`src/hdl/mem_cache_pkg.sv`:
```
// Data cache shared definitions
// bus widths, store size encoding and the two views of a cache line
`default_nettype none

package mem_cache_pkg;

    localparam int ADDR_W     = 32;            // processor byte address
    localparam int WORD_W     = 32;            // load/store data word
    localparam int LINE_W     = 128;           // one cache line
    localparam int LINE_WORDS = LINE_W / WORD_W;
    localparam int LINE_BYTES = LINE_W / 8;

    // access size of a store, as sent by the load/store unit
    typedef enum logic [1:0] {
        SZ_BYTE = 2'd0,
        SZ_HALF = 2'd1,
        SZ_WORD = 2'd2
    } size_e;

    // a line is read out as words and patched as bytes
    typedef union packed {
        logic [LINE_WORDS-1:0][WORD_W-1:0] words;   // word lanes, word 0 at the low end
        logic [LINE_BYTES-1:0][7:0]        bytes;   // byte lanes for masked merges
    } line_t;

endpackage

`default_nettype wire
```
`src/hdl/req_latch.sv`:
```
// Request stage
// registers an accepted load/store request and turns the store size
// into a byte mask and a replicated data word
`timescale 1ns/1ps
`default_nettype none

module req_latch
    import mem_cache_pkg::*;
(
    input  wire               CLK,
    input  wire               i_rrst_x,
    input  wire               i_rd_en,
    input  wire               i_wr_en,
    input  wire [ADDR_W-1:0]  i_addr,
    input  wire [WORD_W-1:0]  i_data,
    input  wire size_e        i_size,
    input  wire               i_busy,
    output logic              o_rd,
    output logic              o_wr,
    output logic [ADDR_W-1:0] o_addr,
    output logic [WORD_W-1:0] o_wword,
    output logic [3:0]        o_wmask
);

    logic [WORD_W-1:0] r_data;
    size_e             r_size;
    logic              w_take;

    assign w_take = (i_rd_en | i_wr_en) & ~i_busy;   // accepted this edge

    always_ff @(posedge CLK) begin
        if (!i_rrst_x) begin
            o_rd <= 1'b0;
            o_wr <= 1'b0;
        end else begin
            o_wr <= i_wr_en & ~i_busy;               // store wins if both offered
            o_rd <= i_rd_en & ~i_wr_en & ~i_busy;
        end
    end

    always_ff @(posedge CLK) begin
        if (w_take) begin
            o_addr <= i_addr;
            r_data <= i_data;
            r_size <= i_size;
        end
    end

    // byte lanes touched by the store
    always_comb begin
        case (r_size)
            SZ_BYTE: o_wmask = 4'b0001 << o_addr[1:0];
            SZ_HALF: o_wmask = 4'b0011 << {o_addr[1], 1'b0};
            default: o_wmask = 4'b1111;
        endcase
    end

    // narrow stores go out on every lane, the mask selects the live one
    always_comb begin
        case (r_size)
            SZ_BYTE: o_wword = {4{r_data[7:0]}};
            SZ_HALF: o_wword = {2{r_data[15:0]}};
            default: o_wword = r_data;
        endcase
    end

endmodule

`default_nettype wire

```
`config.mk`:
```
export PLATFORM = sky130hd
export DESIGN_NAME = req_latch
export DESIGN_NICKNAME = d
export VERILOG_FILES = /design/src/hdl/mem_cache_pkg.sv /design/src/hdl/req_latch.sv
export SDC_FILE = /design/constraint.sdc
export NUM_CORES = 1
export LEC_CHECK = 0
export ABC_AREA = 1
export ABC_CLOCK_PERIOD_IN_PS = 16400
export BUFFER_PORTS_ARGS = -buffer_cell sky130_fd_sc_hd__buf_2
export CAP_MARGIN = 40
export CORE_MARGIN = 10
export CORE_UTILIZATION = 38
export DETAILED_ROUTE_END_ITERATION = 16
export PLACE_DENSITY = 0.68
export SLEW_MARGIN = 20
export SYNTH_ARGS = -nofsm -noshare
export SYNTH_HDL_FRONTEND = slang
export SYNTH_SLANG_ARGS = --single-unit
export TNS_END_PERCENT = 10
```
`constraint.sdc`:
```
create_clock -name CLK -period 16.4 [get_ports CLK]
set_input_delay 1.64 -clock CLK [delete_from_list [all_inputs] [get_ports CLK]]
set_output_delay 1.64 -clock CLK [all_outputs]
set_load 0.005 [all_outputs]
```
==> qor.json <==
{
  "outcome": {
    "status": "complete, no violations"
  },
  "cells_and_area": {
    "num-fill-cells": 596,
    "final_common_cell": "sky130_fd_sc_hd__buf_2",
    "num-nets-final": 384,
    "synthToLayoutAreaGrowth_pct": 35.1,
    "multi_input_area_um2": 453,
    "layout.cells.most_common_list": "sky130_fd_sc_hd__buf_2 (140), sky130_fd_sc_hd__edfxtp_1 (66), sky130_fd_sc_hd__nand2_1 (51)",
    "finish.utilization_pct": 52.5,
    "final-seq-area_um2": 2020,
    "antenna_cells_inserted": 0,
    "drive_gt1_share_pct": 55.7
  },
  "placement": {
    "globalplace.congestion": 0.681,
    "place_worst_setup_slack_ns": 12.93,
    "place.port_buffers": 140,
    "detailedPlacementHpwl_mm": 5.50
  },
  "floorplanning": {
    "placement_rows": 30,
    "floorplan.initialDensity_pct": 38.9,
    "floorplan.core_area_um2": 6720,
    "die_area_um2": 10600,
    "die_h_um": 103,
    "floorplan.io_pins": 141,
    "die-width_um": 103
  },
  "grt": {
    "grt_pass1_wl_mm": 10.2,
    "grt_antenna_before_repair": 0,
    "grt-ovfl-total": 0,
    "first_global_vias": 1983,
    "grt_start_max_net_pins": 41,
    "grt_usage_pct": 13.2
  },
  "setup_path": {
    "cp_cell_sequence": "inv_2 -> nand3_2 -> nand3_2 -> buf_2",
    "criticalPathCategory": "reg -> out",
    "start_kind": "register",
    "critical_path.max_stage_delay_ns": 0.61,
    "most_prevalent_standard_cell_on_the_critical_path": "sky130_fd_sc_hd__nand3_2",
    "max_stage_delay_cell_worst_path": "sky130_fd_sc_hd__edfxtp_1",
    "worstPathMaxFanout": 20,
    "crit_family": "flip-flops",
    "required_ns": 14.76,
    "end_kind": "primary output",
    "buffers_inverters_on_critical_path": 2,
    "cp_data_arrival_time_ns": 1.72
  },
  "route": {
    "per_cell_routed_wire_length_um": 17.4,
    "antenna_violating_nets_post_route": 0,
    "drc_errors": 0,
    "detailroute.via_count": 1809,
    "routed_via_density": 4.55,
    "drc_violation_total_after_the_first_tritonroute_iteration": 62,
    "finalWirelength_mm": 6.92,
    "drtPass1Iterations": 4
  },
  "power": {
    "worst_ir_drop_vdd_mv": 0.0684,
    "post_layout_power_mw": 0.395,
    "pwr_density_cell_nw_per_um2": 112,
    "leakagePower_nw": 1.60
  },
  "synth": {
    "postSynthRegisterBits": 68,
    "synth.yosys.seq_area_share_pct": 77.4,
    "synthesis.nets": 244,
    "avgSynthCellArea_um2": 15.1,
    "synth.area.top_cells": "sky130_fd_sc_hd__edfxtp_1 (76%), sky130_fd_sc_hd__nand2_1 (7.3%), sky130_fd_sc_hd__nand3_2 (6.1%), sky130_fd_sc_hd__buf_4 (2.6%), sky130_fd_sc_hd__o21ai_1 (2.3%)",
    "netlist.area_leader.share_pct": 75.9,
    "netlist.top_cell.by_area": "sky130_fd_sc_hd__edfxtp_1",
    "post_synth_num_cell_types": 15,
    "synthesis.area_um2": 2610,
    "yosysWarningCount": 0,
    "synthesis.instances": 173
  },
  "clock_network": {
    "numCtsBuffers": 9,
    "numClockSinks": 68,
    "number_of_h_tree_levels": 3,
    "hold_buffers": 0,
    "cts_tree": "done",
    "post-cts-setup-buffers": 0,
    "clk_buf_depth": 2,
    "root_buffer": "sky130_fd_sc_hd__clkbuf_8",
    "post_cts_resize_count": 0,
    "cts.clk_slew.worst_paths_ns": 0.08
  },
  "min_path": {
    "min-delay-path-class": "in -> reg"
  },
  "sta": {
    "post-route-worst-setup-slack_ns": 13.04,
    "pins_over_their_slew_limit": 0,
    "slew-limit-headroom_pct": 66.3,
    "tns_ns": 0,
    "clock_period_minus_worst_slack_ns": 3.36,
    "tightest_slew_ns": 0.506,
    "report.final.setup_viol": 0,
    "fmax_mhz": 298,
    "final.period_utilization_pct": 20.5,
    "rsz0062_at_grt": "no",
    "final_hold_violating_endpoints": 0
  },
  "job": {
    "cap_viol_max_count": 0
  }
}
==> power by group <==
group          switching [mW]  total [mW]  internal, mW  leakage, nW
Sequential            0.00808       0.219         0.210        0.656
Combinational          0.0316      0.0599        0.0283        0.864
Clock                  0.0620       0.117        0.0545       0.0799
Total                   0.102       0.395         0.293         1.60
==> final timing paths <==
path                   from          end  slack (ns)  depth (start not counted)
setup / recovery  r_size[1]  o_wword[25]       13.04                          4
hold / removal    i_data[5]    r_data[5]        1.48                          1
==> metrics by stage <==
stage / instance area [um2] / cells / hold slack, ns
floorplan: 2610 / 173 / 1.72
global placement: 3310 / 379 / 1.82
detailed placement: 3330 / 381 / 1.82
CTS: 3500 / 397 / 1.45
global route: 3530 / 398 / 1.45
finish: 3530 / 398 / 1.48
==> layout make-up <==
| type | count | area share [%] |
|---|---|---|
| repair buffers | 144 | 21.6 |
| well taps | 80 | 2.84 |
| flip-flops and latches | 68 | 57.3 |
| inverters | 6 | 0.638 |
| clock inverters | 6 | 1.17 |
| clock buffers | 10 | 3.62 |
| multi-input cells | 84 | 12.8 |
==> cells in the mapped netlist <==
master and n:
sky130_fd_sc_hd__nor2_1 1, sky130_fd_sc_hd__nand3_2 16, sky130_fd_sc_hd__nand2_1 51, sky130_fd_sc_hd__dfxtp_1 2, sky130_fd_sc_hd__o21ai_1 12, sky130_fd_sc_hd__buf_4 9
sky130_fd_sc_hd__nor2_4 1, sky130_fd_sc_hd__inv_1 5, sky130_fd_sc_hd__buf_6 2, sky130_fd_sc_hd__o21ai_0 1, sky130_fd_sc_hd__inv_2 1, sky130_fd_sc_hd__edfxtp_1 66
sky130_fd_sc_hd__buf_2 3, sky130_fd_sc_hd__nor3_1 2, sky130_fd_sc_hd__buf_12 1
==> kinds of logic (layout without fill, tap and decap cells) <==
logic type	count (synthesis)	after routing	share of synthesized area, %
AND/OR/NAND/NOR	71	71	14.4
flip-flops	68	68	77.4
AO/OA/AOI/OAI	13	13	2.49
buffers and inverters	21	166	5.65
==> sequential cells by signal (all words and copies together) (netlist names) <==
name,cells
r_data,32
o_wr,1
r_size,2
o_rd,1
o_addr,32
==> per-layer routing <==
metal | global-route usage (%) | vias up | wire length (um)
met5 | 0 | - | 0
met4 | 5.78 | 0 | 103
met3 | 8.45 | 8 | 934
met2 | 21.5 | 92 | 3450
met1 | 12.9 | 825 | 2430
li1 | - | 884 | -
No activity file was read; power rests on OpenSTA's default activity.
