===== config.mk =====
export PLATFORM = sky130hd
export DESIGN_NAME = cache_ctrl
export DESIGN_NICKNAME = d
export VERILOG_FILES = /design/src/hdl/mem_cache_pkg.sv /design/src/hdl/cache_ctrl.sv
export SDC_FILE = /design/constraint.sdc
export NUM_CORES = 1
export LEC_CHECK = 0
export ABC_AREA = 1
export BUFFER_PORTS_ARGS = -buffer_cell sky130_fd_sc_hd__buf_2
export CORE_AREA = 2 2 243 245
export DETAILED_ROUTE_END_ITERATION = 8
export DIE_AREA = 0 0 245 247
export GPL_TIMING_DRIVEN = 0
export PLACE_DENSITY = 0.4
export SYNTH_ARGS = -nofsm -noshare
export SYNTH_HDL_FRONTEND = slang
export SYNTH_SLANG_ARGS = --single-unit

===== constraint.sdc =====
create_clock -name CLK -period 5.65 [get_ports CLK]
set_input_delay 0.8475 -clock CLK [delete_from_list [all_inputs] [get_ports CLK]]
set_output_delay 0.8475 -clock CLK [all_outputs]
set_load 0.03 [all_outputs]

===== src/hdl/mem_cache_pkg.sv =====
// Data cache shared definitions
// bus widths, store size encoding and the two views of a cache line
`default_nettype none

package mem_cache_pkg;

    localparam int ADDR_W     = 32;            // processor byte address
    localparam int WORD_W     = 32;            // load/store data word
    localparam int LINE_W     = 128;           // one cache line
    localparam int LINE_WORDS = LINE_W / WORD_W;
    localparam int LINE_BYTES = LINE_W / 8;

    // access size of a store, as sent by the load/store unit
    typedef enum logic [1:0] {
        SZ_BYTE = 2'd0,
        SZ_HALF = 2'd1,
        SZ_WORD = 2'd2
    } size_e;

    // a line is read out as words and patched as bytes
    typedef union packed {
        logic [LINE_WORDS-1:0][WORD_W-1:0] words;   // word lanes, word 0 at the low end
        logic [LINE_BYTES-1:0][7:0]        bytes;   // byte lanes for masked merges
    } line_t;

endpackage

`default_nettype wire

===== src/hdl/cache_ctrl.sv =====
// Cache controller
// FSM that returns hits, fills lines on read misses and merges stores
// into cached lines while the write buffer carries them to memory
`timescale 1ns/1ps
`default_nettype none

module cache_ctrl
    import mem_cache_pkg::*;
(
    input  wire               CLK,
    input  wire               i_rrst_x,
    input  wire               i_rd,
    input  wire               i_wr,
    input  wire [ADDR_W-1:0]  i_addr,
    input  wire [WORD_W-1:0]  i_wword,
    input  wire [3:0]         i_wmask,
    input  wire               i_hit,
    input  wire line_t        i_rline,
    input  wire               i_sweep,
    input  wire               i_stall,
    input  wire line_t        i_fill_line,
    output logic [ADDR_W-1:0] o_arr_addr,
    output logic              o_arr_we,
    output line_t             o_arr_wline,
    output logic              o_fill,
    output logic              o_store,
    output line_t             o_data,
    output logic              o_busy
);

    localparam int OFS_W = $clog2(LINE_BYTES);

    typedef enum logic [2:0] {
        S_IDLE,
        S_READ,
        S_READ_MISS,
        S_WBUF_WAIT,
        S_WRITE
    } state_e;

    state_e r_state;
    state_e w_next;
    line_t  w_merged;
    line_t  w_data_nxt;
    logic   w_data_we;

    // request address stays put for the whole access
    assign o_arr_addr = i_addr;
    assign o_busy     = (r_state != S_IDLE) | i_rd | i_wr | i_sweep;

    // store word patched into the cached line
    always_comb begin
        w_merged = i_rline;
        for (int b = 0; b < 4; b++) begin
            if (i_wmask[b]) begin
                w_merged.bytes[{i_addr[OFS_W-1:2], 2'(b)}] = i_wword[8*b +: 8];
            end
        end
    end

    always_comb begin
        w_next      = r_state;
        o_fill      = 1'b0;
        o_store     = 1'b0;
        o_arr_we    = 1'b0;
        o_arr_wline = i_fill_line;
        w_data_we   = 1'b0;
        w_data_nxt  = i_rline;
        case (r_state)
            S_IDLE: begin
                if (i_wr) begin
                    if (!i_stall) begin
                        o_store = 1'b1;
                        w_next  = S_WRITE;
                    end else begin
                        w_next = S_WBUF_WAIT;         // previous store still draining
                    end
                end else if (i_rd) begin
                    w_next = S_READ;
                end
            end
            S_READ: begin
                if (i_hit) begin
                    w_data_we = 1'b1;
                    w_next    = S_IDLE;
                end else if (!i_stall) begin
                    o_fill = 1'b1;
                    w_next = S_READ_MISS;
                end
            end
            S_READ_MISS: begin
                if (!i_stall) begin                   // fill line already captured
                    o_arr_we   = 1'b1;
                    w_data_we  = 1'b1;
                    w_data_nxt = i_fill_line;
                    w_next     = S_IDLE;
                end
            end
            S_WBUF_WAIT: begin
                if (!i_stall) begin
                    o_store = 1'b1;
                    w_next  = S_WRITE;
                end
            end
            S_WRITE: begin
                if (i_hit) begin                      // miss goes to memory only
                    o_arr_we    = 1'b1;
                    o_arr_wline = w_merged;
                end
                w_next = S_IDLE;
            end
            default: w_next = S_IDLE;
        endcase
    end

    always_ff @(posedge CLK) begin
        if (!i_rrst_x) begin
            r_state <= S_IDLE;
        end else begin
            r_state <= w_next;
        end
    end

    always_ff @(posedge CLK) begin
        if (w_data_we) begin
            o_data <= w_data_nxt;                     // held until the next read
        end
    end

    // each fill or store keeps the port stalled until memory is done
    a_stall_after_issue : assert property (
        @(posedge CLK) disable iff (!i_rrst_x) (o_fill || o_store) |=> i_stall
    ) else $error("memory port not stalled after a fill or store");

endmodule

`default_nettype wire


==> impl_metrics.yaml <==
synth:
  synth.avg_cell_area_um2: 7.268
  synth.net_count: 1540
  synth_cell_type_count: 22
  synth.yosys.warnings: 0
  netlist_instances: 1209
  seq_cells_post_synth: 131
  post_synth_instance_area_um2: 8787
  synth.yosys.seq_area_share_pct: 44.43
layout:
  multi_input_comb_area_um2: 3766
  post-route-cell-area_um2: 13310
  fin_util_pct: 22.86
  fillers: 6633
  register_area_um2: 3904
  layout_common_cells: "sky130_fd_sc_hd__buf_2 (616), sky130_fd_sc_hd__a21oi_1 (193), sky130_fd_sc_hd__nand2_1 (188)"
  final_layout_size_suffix_gt1_share_pct: 37.38
  layout_overhead_on_the_synthesized_area_pct: 51.52
  nNetsFinal: 2148
  final_common_cell: "sky130_fd_sc_hd__buf_2"
pwr:
  powerDensity_nw_per_um2: 292.6
  vdd_ir_drop_max_v: 0.0002462
  static-leakage-power_nw: 6.400
placement:
  preCtsSetupSlack_ns: 1.155
  place_area_um2: 12750
  routabilityCongestion: 0.8557
  place.port_buffers: 587
  hpwl_um: 61350
setup_path:
  worstReg2RegStart: "r_state[2]"
  cp_slowest_cell: "sky130_fd_sc_hd__buf_1"
  timing.critical_path.slowest_cell_delay_ns: 1.12
  critPathArrivalTime_ns: 3.69
  cp-start-kind: "input pin"
  timing.rr.end: "o_data[53]"
  critical-path-top-cell-by-count: "sky130_fd_sc_hd__buf_2"
  critical_path_peak_fanout: 10
  cp_data_required_time_ns: 4.80
  ff2ff_path_depth: 7
  critical_path_class: "in -> out"
  r2r_setup_slack_ns: 2.74
  type_of_element_capturing_the_critical_path: "output port"
  path_cells: "buf_2 -> inv_1 -> nor3_4 -> inv_2 -> buf_2 -> buf_1 -> a21oi_1 -> a21oi_1 -> buf_2"
clock_network:
  post-cts-setup-buffers: 0
  root_buffer: "sky130_fd_sc_hd__clkbuf_16"
  htree_levels: 4
  insertion_delay_ns: 0.49
  numClockSinks: 131
  clock_tree.buffer_depth: 2
  clk_pin_slew_worst_paths_ns: 0.06
  cts_tree: "done"
  resized_cells_post_cts: 0
  cts.hold.buffers_added: 0
  cts-buffers-inserted: 17
sta:
  setup_ws_ns: 1.113
  post_route_minimum_period_ns: 4.537
  rsz_0062_raised_after_global_routing: "false"
  max_freq_ghz: 0.2204
  slew_headroom_pct: 2.102
  timing_hold_violations_final: 0
  timing.clock.skew_ns: 0.009825
  setup_viol: 0
  drv_slew: 0
  post-route-period-util_pct: 80.30
  worst_pin_slew_ns: 1.468
worst_hold_path:
  hold_end: "r_state[0]"
  hold_path_origin: "r_state[0]"
  hold-path-cell-count: 2
  hold_path.class: "reg -> reg"
route:
  dr.first_iter.drc_count: 924
  drc_errors: 0
  route.final.wire_length_um: 79450
  ant_nets: 0
  vias: 12060
  route.detailed.vias_per_inst: 4.622
  drt_pass1_iterations: 5
  wl_per_cell_um: 30.45
global_routing:
  first_global_vias: 11900
  grt.total_usage_pct: 25.48
  global_route.overflow_total: 0
  grt_pass1_wl_um: 102300
  grt_antenna_before_repair: 16
  grt_start_max_net_pins: 59
job:
  maxCapViolations: 0
die:
  full_die_area_um2: 60520
  fp.dieH_um: 247
  core-area_um2: 58240
  die_w_um: 245
  rows: 89
  io-pin-count: 623
  initial_core_util_pct: 15.09
outcome:
  status: "finished, final reports clean"
## sequential cells by signal, summed over array words and instances (netlist names)
register and cells:
o_data 128, r_state 3
## per-stage QoR
stage / total power (W) / cells / hold WS, ns / setup TNS, ns
2_1_floorplan: 0.002116 / 1209 / 0.4668 / 0
3_3_place_gp: 0.002799 / 2569 / 0.5133 / -321.43
3_5_place_dp: 0.002783 / 2571 / 0.5143 / 0
4_1_cts: 0.003943 / 2603 / 0.5300 / 0
5_1_grt: 0.004042 / 2606 / 0.6115 / 0
6_report: 0.003896 / 2609 / 0.5375 / 0
## cells by family (layout without fill, tap and decap cells)
kind of cell | Yosys count | in the layout | share of synthesized area [%]
AO/OA/AOI/OAI | 356 | 356 | 20.76
buffers and inverters | 257 | 878 | 12.80
flip-flops | 131 | 131 | 44.43
other | 0 | 6 | 0
AND/OR/NAND/NOR | 465 | 465 | 22.01
## critical path, delay by kind of cell
kind                   cells  cell delay, ns
and+or+nand+nor            1            0.12
AOI/OAI and AO/OA          2            0.41
buffers and inverters      6            2.29
## worst max path at each step
stage                         start              end  cells after the start
after floorplan             i_stall        o_data[0]                      5
after global placement      i_stall       o_data[77]                      5
after detailed placement  i_addr[3]  o_arr_wline[93]                      7
after CTS                 i_addr[3]  o_arr_wline[93]                      7
after global routing      i_addr[3]  o_arr_wline[93]                      7
final                         i_hit  o_arr_wline[50]                      9
## final cells by class
class | count | share of cell area, %
Buffer | 117 | 4.501
Multi-Input combinational cell | 821 | 28.29
Clock inverter | 14 | 0.8646
Antenna cell | 6 | 0.1128
Clock buffer | 18 | 3.223
Inverter | 140 | 3.947
Timing Repair Buffer | 589 | 22.48
Sequential cell | 131 | 29.32
Tap cell | 773 | 7.264
## synth_stat cells (all sizes together)
| cell | n | area share [%] |
|---|---|---|
| buf | 67 | 4.7 |
| a22oi | 1 | 0.085 |
| a31oi | 32 | 2.3 |
| nor2 | 138 | 5.9 |
| nand3b | 1 | 0.085 |
| clkbuf | 50 | 2.1 |
| or3 | 1 | 0.071 |
| nand2 | 189 | 8.1 |
| clkinv | 1 | 0.043 |
| nand3 | 132 | 7.5 |
| inv | 139 | 5.9 |
| nor3 | 3 | 0.30 |
| o21ai | 130 | 7.4 |
| or2 | 1 | 0.071 |
| edfxtp | 128 | 44 |
| a21oi | 193 | 11 |
| dfxtp | 3 | 0.68 |
## per-layer routing
layer	share of wire (%)	global-route usage, %	up-vias
met1	41	31.02	5937
li1	-	-	5289
met5	0.058	0	-
met4	3.3	9.505	8
met2	49	43.98	713
met3	6.9	5.394	112
## report_power, final
group          total [W]  switching (W)  internal, W
registers        0.00130      0.0000354      0.00126
logic            0.00146        0.00111     0.000357
clock network    0.00114       0.000537     0.000600
No activity file was read; power rests on OpenSTA's default activity.
