**config.mk**
```make
export PLATFORM = sky130hd
export DESIGN_NAME = mem_port
export DESIGN_NICKNAME = d
export VERILOG_FILES = /design/src/hdl/mem_cache_pkg.sv /design/src/hdl/mem_port.sv
export SDC_FILE = /design/constraint.sdc
export NUM_CORES = 1
export LEC_CHECK = 0
export BUFFER_PORTS_ARGS = -buffer_cell sky130_fd_sc_hd__buf_4
export CAP_MARGIN = 5
export CELL_PAD_IN_SITES_DETAIL_PLACEMENT = 2
export CELL_PAD_IN_SITES_GLOBAL_PLACEMENT = 2
export CORE_ASPECT_RATIO = 1.4
export CORE_MARGIN = 8
export CORE_UTILIZATION = 25
export DETAILED_ROUTE_END_ITERATION = 16
export PLACE_DENSITY = 0.79
export SLEW_MARGIN = 25
export SYNTH_ARGS = -nofsm -noshare
export SYNTH_HDL_FRONTEND = slang
export SYNTH_SLANG_ARGS = --single-unit
```
**constraint.sdc**
```tcl
create_clock -name CLK -period 5.04 [get_ports CLK]
set_input_delay 1.008 -clock CLK [delete_from_list [all_inputs] [get_ports CLK]]
set_output_delay 1.008 -clock CLK [all_outputs]
set_load 0.005 [all_outputs]
```
**src/hdl/mem_cache_pkg.sv**
```systemverilog
// Data cache shared definitions
// bus widths, store size encoding and the two views of a cache line
`default_nettype none

package mem_cache_pkg;

    localparam int ADDR_W     = 32;            // processor byte address
    localparam int WORD_W     = 32;            // load/store data word
    localparam int LINE_W     = 128;           // one cache line
    localparam int LINE_WORDS = LINE_W / WORD_W;
    localparam int LINE_BYTES = LINE_W / 8;

    // access size of a store, as sent by the load/store unit
    typedef enum logic [1:0] {
        SZ_BYTE = 2'd0,
        SZ_HALF = 2'd1,
        SZ_WORD = 2'd2
    } size_e;

    // a line is read out as words and patched as bytes
    typedef union packed {
        logic [LINE_WORDS-1:0][WORD_W-1:0] words;   // word lanes, word 0 at the low end
        logic [LINE_BYTES-1:0][7:0]        bytes;   // byte lanes for masked merges
    } line_t;

endpackage

`default_nettype wire
```
**src/hdl/mem_port.sv**
```systemverilog
// Memory-side port
// one-entry write buffer and registered read/write strobes; fills go out
// line aligned, stores word aligned, and the fill line is captured when done
`timescale 1ns/1ps
`default_nettype none

module mem_port
    import mem_cache_pkg::*;
(
    input  wire               CLK,
    input  wire               i_rrst_x,
    input  wire               i_fill,
    input  wire               i_store,
    input  wire [ADDR_W-1:0]  i_addr,
    input  wire [WORD_W-1:0]  i_wword,
    input  wire [3:0]         i_wmask,
    output logic              o_stall,
    output line_t             o_fill_line,
    output logic              o_mem_rd,
    output logic              o_mem_wr,
    output logic [ADDR_W-1:0] o_mem_addr,
    output logic [WORD_W-1:0] o_mem_wdata,
    output logic [3:0]        o_mem_mask,
    input  wire line_t        i_mem_rdata,
    input  wire               i_mem_busy
);

    localparam int OFS_W = $clog2(LINE_BYTES);

    logic r_wb_full;                                  // store held until memory is done
    logic r_pend;                                     // strobe sent, memory not finished
    logic r_is_fill;
    logic w_done;

    // memory finished once the strobe is gone and busy is low
    assign w_done  = r_pend & ~o_mem_rd & ~o_mem_wr & ~i_mem_busy;
    assign o_stall = r_wb_full | r_pend | i_mem_busy;

    always_ff @(posedge CLK) begin
        if (!i_rrst_x) begin
            o_mem_rd  <= 1'b0;
            o_mem_wr  <= 1'b0;
            r_pend    <= 1'b0;
            r_wb_full <= 1'b0;
        end else begin
            o_mem_rd <= i_fill;                       // one-cycle pulses
            o_mem_wr <= i_store;
            if (i_fill | i_store) begin
                r_pend <= 1'b1;
            end else if (w_done) begin
                r_pend <= 1'b0;
            end
            if (i_store) begin
                r_wb_full <= 1'b1;
            end else if (w_done) begin
                r_wb_full <= 1'b0;
            end
        end
    end

    // write buffer entry doubles as the memory-side data and mask
    always_ff @(posedge CLK) begin
        if (i_fill) begin
            o_mem_addr <= {i_addr[ADDR_W-1:OFS_W], {OFS_W{1'b0}}};
            r_is_fill  <= 1'b1;
        end else if (i_store) begin
            o_mem_addr  <= {i_addr[ADDR_W-1:2], 2'b00};
            o_mem_wdata <= i_wword;
            o_mem_mask  <= i_wmask;
            r_is_fill   <= 1'b0;
        end
        if (w_done && r_is_fill) begin
            o_fill_line <= i_mem_rdata;               // valid on first idle cycle
        end
    end

    a_one_strobe : assert property (
        @(posedge CLK) disable iff (!i_rrst_x) !(o_mem_rd && o_mem_wr)
    ) else $error("memory read and write strobes raised together");

endmodule

`default_nettype wire

```
==> results of run 1 <==
report_power, final:
group / leakage, nW / switching [W] / internal, W
clock network: 0.270 / 0.000622 / 0.000733
registers: 1.86 / 0.0000267 / 0.00191
logic: 2.12 / 0.000130 / 0.000203
total: 4.25 / 0.000779 / 0.00285
critical path: stages:
cell and delay [ns]:
buf_4 0.11, nor4b_1 0.48, and2_4 0.70, buf_12 0.43
stage by stage:
| stage | util [%] | area, µm² | setup slack [ns] | hold WS [ns] | total power (W) |
|---|---|---|---|---|---|
| finish | 41.0 | 10300 | 2.26 | 0.485 | 0.00362 |
| global route | 41.0 | 10300 | 2.12 | 0.499 | 0.00376 |
| CTS | 40.9 | 10300 | 2.27 | 0.490 | 0.00369 |
| detailed placement | 38.6 | 9690 | 1.80 | 0.470 | 0.00231 |
| global placement | 38.6 | 9690 | 1.96 | 0.438 | 0.00230 |
| floorplan | - | 6340 | 0.187 | 0.422 | 0.00203 |
state kept, by name, indices dropped and copies added, names as in the netlist:
name / count
o_mem_addr: 30
o_mem_mask: 4
r_pend: 1
r_is_fill: 1
o_mem_wdata: 32
o_fill_line: 128
o_mem_rd: 1
o_mem_wr: 1
r_wb_full: 1
cells by family after synthesis:
kind of cell | after synthesis | share of synthesized area (%)
other cells | 1 | 0.0592
mux | 2 | 0.316
flops | 199 | 93.3
buf+inv | 7 | 0.929
simple gates | 39 | 5.04
compound gates | 4 | 0.395
layout make-up:
| cell class | instances | area (µm²) |
|---|---|---|
| tap | 319 | 399 |
| clock inverter | 15 | 153 |
| inverter | 2 | 7.51 |
| sequential | 199 | 5910 |
| fill | 2435 | 14800 |
| multi-input combinational | 47 | 387 |
| clock buffer | 17 | 425 |
| timing repair buffer | 398 | 3010 |
metal layers:
layer  vias to the layer above  part of all wire (%)  wire length [µm]
li1                       1795                     -                 -
met1                      1932                    32              7760
met2                       305                    47             11500
met3                        27                    19              4500
met4                         2                   1.9               467
met5                         -                 0.054                13
how the worst max path moves through the flow:
stage          startpoint                         to  slack (ns)  depth (start not counted)
6_report       i_mem_busy  o_fill_line[73]$_DFFE_PP_        2.26                          4
5_1_grt        i_mem_busy  o_fill_line[56]$_DFFE_PP_        2.12                          4
4_1_cts        i_mem_busy  o_fill_line[56]$_DFFE_PP_        2.27                          4
3_5_place_dp   i_mem_busy  o_fill_line[16]$_DFFE_PP_        1.80                          4
3_3_place_gp   i_mem_busy  o_fill_line[32]$_DFFE_PP_        1.96                          4
2_1_floorplan  i_mem_busy   o_fill_line[0]$_DFFE_PP_        0.19                          2
cells in the final DEF (no fill, tap or decap), types with 3 or more instances in the layout:
| cell type | netlist | final |
|---|---|---|
| and2b_1 | 8 | 8 |
| clkinv_1 | 0 | 3 |
| dfxtp_1 | 7 | 7 |
| buf_4 | 2 | 396 |
| nor2b_4 | 10 | 10 |
| edfxtp_1 | 192 | 192 |
| clkbuf_16 | 0 | 17 |
| nor2b_1 | 10 | 10 |
| clkinvlp_4 | 0 | 4 |
==> results.md, run 1 <==
- Placeable Area: between 20000 and 30000 µm²
- Number of clock sinks: a little under 200
- Total die area: between 30000 and 40000 µm²
- Synthesis-stage register bit count: 199
- Total CTS buffers: 17
- Initial antenna violation count: 1
- Worst R2R End: o_fill_line[73]$_DFFE_PP_
- All-layer global routing usage: between 15 and 20%
- Peak VDD IR: between 0.0002 and 0.00025 V
- Clk Latency, worst-skew pair: 0.43 ns
- Post-CTS repair timing setup buffer count: 0
- Congestion Overflow GR: 0
- Dpl hpwl: roughly 20000 µm
- Cts repair resizes: 0
- Starting density of the core: about 25%
- R2R cell count: 3
- RSZ-0062 raised after global routing: no
- Grt met2 use: 24.8%
- Area share of the largest cell type after synthesis: between 90% and 100%
- Slew @ Worst Pin: ~0.73 ns
- WHS Endpoint: r_wb_full$_SDFFE_PN0P_
- Count leader, synth: edfxtp_1
- Fin. max-slew vios: 0
- HP Class: register to register
- Kind of critical path: input port to register
- CTS HTree Levels: 4
- Cell area after synthesis: 6330 µm²
- Vias in the first global route: 4588
- R2R Path Start: o_mem_rd$_SDFF_PN0_
- Top FF cell, synth: edfxtp_1
- Antenna cells: 0
- Mapped Avg Cell Area: between 20 and 30 µm²
- I/O pins: 400
- Routed WL: approximately 24000 µm
- Via count: 4061
- Total iterations of the first detailed-routing run: 4
- Met3 usage: 10.6%
- Synth unique cells: 21
- Clock Skew: 0.00811 ns
- Placed Instances: 964
- Layout cells sized above 1: between 60 and 70%
- Setup TNS: 0 ns
- Detailed-route DRC error count: 0
- 1st-iter DRT viols: 132
- Routability cong.: 0.733
- Number of port buffers: 395
- Routed len/inst: about 24 µm
- Hold Crit Depth: 2
- Vias per cell: 4.07
- CP Data Required Time: slightly above 5 ns
- CTS tree: built
- Root Driver: clkbuf_16
- Setup Viol. Count Final: 0
- HP Start: r_wb_full$_SDFFE_PN0P_
- First-pass GRT wire length: roughly 32000 µm
- Hold_buf cts: 0
- Row count: 69
- Fin. Hold Viols: 0
- Die Y-Extent: approximately 200 µm
- Clk slew on worst S/H paths: ~0.07 ns
- Most Used Layer, Global Route: met2
- Max-cap viol count: 0
- Largest net degree at the start of global routing: 78
- Post-synthesis sequential area ratio: 93.3%
- Leakage power: 4.25 nW
- Yosys top cell by area: edfxtp_1
- Syn Inst Count: approximately 250
- CTS max path bufs: 2
- Met1 Use GR: between 10% and 20%
- Outcome: complete, no violations
- P&R area growth vs syn: 62.5%
- Tmin final: between 2 and 3 ns
- Die Wd: ~150 µm
- Final net count: 866
- YS warnings: 0
- Max Fclk: between 300 and 400 MHz
- Rel. slew slack: 51.4%
- Final period utilization: between 50% and 60%
- DRT antenna net count: 0
- PwrDens: approximately 350 nW/µm²
- Fin cells: ~1000
- Synth cell count leaders: edfxtp_1, nor2b_1, nor2b_4
- Critical path capture point type: register
- Reg2reg setup slack: 2.58 ns
- Arr. time, crit path: ~2.9 ns
- EDFF count, synth: 192
- CP max FO: between 70 and 80
- Type of origin of the critical path: input port
- Asr flop ratio synth: 0%
- Area contributors post-synth: edfxtp_1, dfxtp_1, nor2b_4, nor2b_1, and2b_1
Power figures use the tool's default switching activity.
==> inputs of run 2 (changes only) <==
==> constraint.sdc (replaced) <==
create_clock -name CLK -period 2.3 [get_ports CLK]
set_input_delay 0.46 -clock CLK [delete_from_list [all_inputs] [get_ports CLK]]
set_output_delay 0.46 -clock CLK [all_outputs]
set_load 0.005 [all_outputs]
==> run 2 against run 1 <==
Against the previous run:
- register-to-register slack got worse by 2.2 ns
- cell area up 0.66%
- critical endpoint is now o_fill_line[40]$_DFFE_PP_
- first-iteration DRC count fell by 14%
- critical path depth fell by 1
- highest routed layer is now met4
- count of clock-buffer cells in the layout increased by 1
- global-route usage fell by 0.12 points
- largest power group unchanged
- sequential power rose by 120%
- critical path type is now register to register
- routed wire length decreased by 1.6%
- non-clock buffer count is 4 higher
==> results.md, run 2 (same netlist as run 1, synthesis figures left out) <==
- Outcome: complete, no violations
- Number of port buffers: 395
- Arr. time, crit path: 1.99 ns
- Final net count: 870
- Total iterations of the first detailed-routing run: 4
- Routed WL: 23900 µm
- Placeable Area: 25100 µm²
- Hold_buf cts: 0
- Leakage power: approximately 4.3 nW
- CP delay by family, top: simple AND/OR/NAND/NOR gates
- Slew @ Worst Pin: around 0.55 ns
- Max-cap viol count: 0
- Routability cong.: approximately 0.75
- Cts repair resizes: 0
- Max Fclk: ~530 MHz
- R2R Path Start: o_mem_rd$_SDFF_PN0_
- Tmin final: 1.89 ns
- Largest net degree at the start of global routing: 45
- Most common cell after layout, fill and taps aside: buf_4
- Fin. max-slew vios: 0
- CTS max path bufs: 2
- HP Class: input port to register
- RSZ-0062 raised after global routing: no
- Critical path capture point type: register
- Slowest stage delay, CP: 0.52 ns
- Crit-path cells: nor4b_1 > and2_4 > buf_12
- Total die area: ~31000 µm²
- Die Y-Extent: slightly above 200 µm
- Grt met2 use: 29.9%
- Multi-input gate area: approximately 390 µm²
- All-layer global routing usage: approximately 15%
- Routed len/inst: around 24 µm
- Fin. Hold Viols: 0
- Slowest stage cell, crit path: nor4b_1
- Max FFs per register: 128
- Starting density of the core: around a quarter
- Via count: slightly above 4000
- Largest regs: o_fill_line: 128 flops, o_mem_wdata: 32 flops, o_mem_addr: 30 flops
- Met1 Use GR: between 10% and 20%
- 1st-iter DRT viols: 113
- CP Data Required Time: 2.41 ns
- CTS HTree Levels: 4
- Hold Crit Depth: 1
- Crit path buffers/inverters: 1
- Most frequent cells in the layout: buf_4, edfxtp_1, clkbuf_16, nor2b_1, nor2b_4
- Biggest register: o_fill_line
- PwrDens: a little under 800 nW/µm²
- Vias in the first global route: roughly 4700
- Dpl hpwl: between 15000 and 20000 µm
- P&R area growth vs syn: 63.6%
- Reg2reg setup slack: 0.41 ns
- Type of origin of the critical path: register
- FILL cells: approximately 2500
- Number of clock sinks: about 200
- First-pass GRT wire length: 32300 µm
- Met3 usage: 6.60%
- Congestion Overflow GR: 0
- Row count: 69
- DRT antenna net count: 0
- Register area: 5910 µm²
- Setup TNS: 0 ns
- Most Used Layer, Global Route: met2
- Layout cells sized above 1: ~65%
- Post-route setup slack: between 0.4 and 0.5 ns
- Clock Skew: a little under 0.01 ns
- R2R cell count: 3
- Kind of critical path: register to register
- Peak VDD IR: approximately 0.00048 V
- Clk Latency, worst-skew pair: roughly 0.43 ns
- Root Driver: clkbuf_16
- Detailed-route DRC error count: 0
- Clk slew on worst S/H paths: roughly 0.080 ns
- Total CTS buffers: 17
- WHS Endpoint: o_fill_line[86]$_DFFE_PP_
- Rel. slew slack: 63.0%
- I/O pins: 400
- Final period utilization: about four fifths
- Initial antenna violation count: 2
- Post-CTS repair timing setup buffer count: 0
- Setup Viol. Count Final: 0
- Post-place setup slack: ~0.19 ns
- Die Wd: roughly 150 µm
- HP Start: i_mem_rdata[86]
- CP max FO: 44
- CTS tree: built
- Worst R2R End: o_fill_line[40]$_DFFE_PP_
- Vias per cell: 4.02
==> run 2: worst max path at each step <==
| stage | from | endpoint | slack (ns) | depth (start not counted) |
|---|---|---|---|---|
| after floorplan | i_mem_busy | o_fill_line[0]$_DFFE_PP_ | 0.05 | 2 |
| after global placement | i_mem_busy | o_fill_line[101]$_DFFE_PP_ | 0.25 | 4 |
| after detailed placement | i_mem_busy | o_fill_line[101]$_DFFE_PP_ | 0.19 | 4 |
| after CTS | o_mem_rd$_SDFF_PN0_ | o_fill_line[44]$_DFFE_PP_ | 0.39 | 3 |
| after global routing | o_mem_rd$_SDFF_PN0_ | o_fill_line[40]$_DFFE_PP_ | 0.29 | 3 |
| final | o_mem_rd$_SDFF_PN0_ | o_fill_line[40]$_DFFE_PP_ | 0.41 | 3 |
==> run 2: routing by layer <==
layer | vias up | share of wire, %
met5 | - | 0
met4 | 0 | 1.8
met3 | 22 | 11
met2 | 224 | 58
met1 | 1972 | 29
li1 | 1806 | -
==> run 2: layout make-up <==
class / count / area share, %
Clock buffer: 18 / 4.14
Clock inverter: 13 / 1.63
Timing Repair Buffer: 402 / 29.5
Tap cell: 319 / 3.85
Inverter: 2 / 0.0725
Antenna cell: 2 / 0.0483
Multi-Input combinational cell: 47 / 3.73
Sequential cell: 199 / 57.0
==> run 2: metrics by stage <==
stage                     utilization, %  total power [W]  area [µm²]  hold slack (ns)  std cells
final                               41.2          0.00805       10400            0.201       1002
after global routing                41.2          0.00835       10400            0.169       1002
after CTS                           41.2          0.00819       10400            0.174       1000
after detailed placement            38.8          0.00509        9750            0.459        969
after global placement              38.8          0.00503        9750            0.436        969
after floorplan                        -          0.00445        6340            0.428        253
==> run 2: power by group <==
| group | switching, W | internal, W |
|---|---|---|
| clock | 0.00135 | 0.00172 |
| sequential | 0.0000612 | 0.00418 |
| combinational | 0.000283 | 0.000450 |
==> run 2: worst register-to-register path, cell delays in order (launching register included) <==
cell and delay, ns:
dfxtp_1 0.32, nor4b_1 0.52, and2_4 0.41, buf_12 0.28
==> inputs of run 3 (changes only) <==
==> constraint.sdc (replaced) <==
create_clock -name CLK -period 1.6 [get_ports CLK]
set_input_delay 0.32 -clock CLK [delete_from_list [all_inputs] [get_ports CLK]]
set_output_delay 0.32 -clock CLK [all_outputs]
set_load 0.005 [all_outputs]
==> run 3 against run 2 <==
Against the previous run:
- total power rose by 40%
- register-to-register slack got worse by 0.31 ns
- global-route usage rose by 0.11 points
- non-clock buffer count rose by 3
- cell area rose by 0.24%
- critical path depth fell by 1
- sequential cell count did not move
- clock power rose by 33%
- sequential power rose by 44%
- final cell count rose by 0.20%
- die area did not move
- highest routed layer is now met5
==> results.md, run 3 (same netlist as run 1, synthesis figures left out) <==
- Clk Latency, worst-skew pair: between 0.4 and 0.5 ns
- Leakage power: between 4 and 5 nW
- Peak VDD IR: between 0.0007 and 0.0008 V
- Biggest register: o_fill_line
- Tmin final: ~1.6 ns
- Max-cap viol count: 0
- Max Fclk: about 640 MHz
- Congestion Overflow GR: 0
- First-pass GRT wire length: around 33000 µm
- Vias in the first global route: between 4000 and 5000
- CTS HTree Levels: 4
- RSZ-0062 raised after global routing: yes
- P_sw: 0.00242 W
- Starting density of the core: about a quarter
- Slowest stage delay, CP: approximately 0.37 ns
- Max FFs per register: 128
- CP max FO: 2
- Slowest stage cell, crit path: or3_4
- Number of port buffers: between 300 and 400
- Post-route cell area: 10400 µm²
- DRT antenna net count: 0
- FILL cells: 2458
- Routed len/inst: between 20 and 25 µm
- PwrDens: approximately 1100 nW/µm²
- All-layer global routing usage: 15.2%
- Outcome: complete, no violations
- Clock Skew: approximately 0.0089 ns
- Hold_buf cts: 0
- CTS max path bufs: 2
- Largest regs: o_fill_line: 128 flops, o_mem_wdata: 32 flops, o_mem_addr: 30 flops
- Root Driver: clkbuf_16
- I/O pins: 400
- Final period utilization: roughly 100%
- Arr. time, crit path: between 1 and 1.5 ns
- HP Start: i_mem_rdata[94]
- Die Y-Extent: ~200 µm
- Fin cells: about 1000
- Type of origin of the critical path: register
- Routed WL: around 24000 µm
- R2R cell count: 3
- Placeable Area: roughly 25000 µm²
- Die Wd: about 150 µm
- Most frequent cells in the layout: buf_4, edfxtp_1, clkbuf_16, nor2b_1, nor2b_4
- Detailed-route DRC error count: 0
- Initial antenna violation count: 1
- R2R Path Start: o_mem_wr$_SDFF_PN0_
- Post-place setup slack: -0.0342 ns
- Number of clock sinks: between 150 and 200
- Reg2reg setup slack: 0.10 ns
- Final net count: about 870
- Hold Crit Depth: 1
- WHS: between 0.06 and 0.07 ns
- 1st-iter DRT viols: between 100 and 150
- Fin. max-slew vios: 0
- HP Class: input port to register
- Clk slew on worst S/H paths: approximately 0.070 ns
- Row count: just under 70
- Comb pwr share: 9.6%
- CP Data Required Time: 1.28 ns
- Setup Viol. Count Final: 0
- WHS Endpoint: o_fill_line[94]$_DFFE_PP_
- Post-route setup slack: 0.0322 ns
- Part of the power in registers: 54.2%
- Internal Pwr Total: 0.00884 W
- Setup TNS: 0 ns
- Kind of critical path: register to output pin
- Placed Instances: about 970
- Antenna cells: 0
- Routability cong.: slightly below 0.8
- Total die area: between 30000 and 40000 µm²
- Fin. Hold Viols: 0
- Area of placed instances: just under 10000 µm²
- Layout cells sized above 1: 65.8%
- Crit-path cells: or3_4 > buf_6
- Vias per cell: about 4.0
- P&R area growth vs syn: 64.0%
- Worst R2R End: o_fill_line[64]$_DFFE_PP_
- Most common cell after layout, fill and taps aside: buf_4
- Critical path capture point type: output pin
- CTS tree: built
- Total iterations of the first detailed-routing run: 4
- Largest net degree at the start of global routing: 44
- Clk network pwr share: between 30 and 40%
- Total CTS buffers: 17
- Dpl hpwl: about 20000 µm
- Switching Fraction: around 21%
- Via count: roughly 4000
[run 3: changes by cell type in the layout (fill, tap and decap cells not counted), sizes merged]
cell / previous run / this run
buf: 402 / 405
clkinv: 4 / 5
diode: 2 / 0
clkinvlp: 2 / 5
inv: 6 / 5
bufinv: 3 / 1
[run 3: routing by layer]
layer / vias up / track usage, % / wire [µm]
met5: - / 0 / 13
met4: 2 / 4.01 / 225
met3: 18 / 6.98 / 2810
met2: 212 / 28.9 / 13500
met1: 1973 / 14.0 / 7400
li1: 1804 / - / -
[run 3: critical path: cells and delay by family (launching register included)]
kind          cells  cell delay, ns
buf+inv           1            0.13
simple gates      1            0.37
flops             1            0.32
[run 3: timing repair]
| item | 4_1_cts | 5_1_grt |
|---|---|---|
| pin swaps | 1 | 0 |
| resized for setup | 2 | 1 |
| buffers inserted | 0 | 0 |
| setup endpoints to repair | 1 | 1 |
[run 3: final cells by class]
cell class	count	area (µm²)	area share (%)
flip-flops and latches	199	5910	56.9
repair buffers	405	3110	29.9
clock buffers	18	429	4.13
multi-input cells	47	407	3.92
well taps	319	399	3.84
clock inverters	14	126	1.22
inverters	2	7.51	0.0723
[run 3: worst max-delay path by stage]
stage	slack, ns	to	cells after the start	startpoint
global route	-0.006	o_stall	2	r_wb_full$_SDFFE_PN0P_
floorplan	-0.41	o_fill_line[0]$_DFFE_PP_	2	i_mem_busy
global placement	-0.03	o_fill_line[124]$_DFFE_PP_	4	i_mem_busy
detailed placement	-0.03	o_fill_line[106]$_DFFE_PP_	4	i_mem_busy
finish	0.03	o_stall	2	r_wb_full$_SDFFE_PN0P_
CTS	0.008	o_stall	2	r_wb_full$_SDFFE_PN0P_
[run 3: metrics by stage]
| step | util, % | power (W) |
|---|---|---|
| 3_5_place_dp | 39.1 | 0.00733 |
| 2_1_floorplan | - | 0.00640 |
| 6_report | 41.3 | 0.0113 |
| 4_1_cts | 41.3 | 0.0115 |
| 3_3_place_gp | 39.1 | 0.00726 |
| 5_1_grt | 41.3 | 0.0117 |
[run 3: power by group through the flow]
stage	Combinational, W	Clock, W	Sequential, W
6_report	0.00108	0.00408	0.00611
4_1_cts	0.00111	0.00424	0.00611
5_1_grt	0.00115	0.00440	0.00613
3_3_place_gp	0.00106	0	0.00620
2_1_floorplan	0.000160	0	0.00624
3_5_place_dp	0.00111	0	0.00623
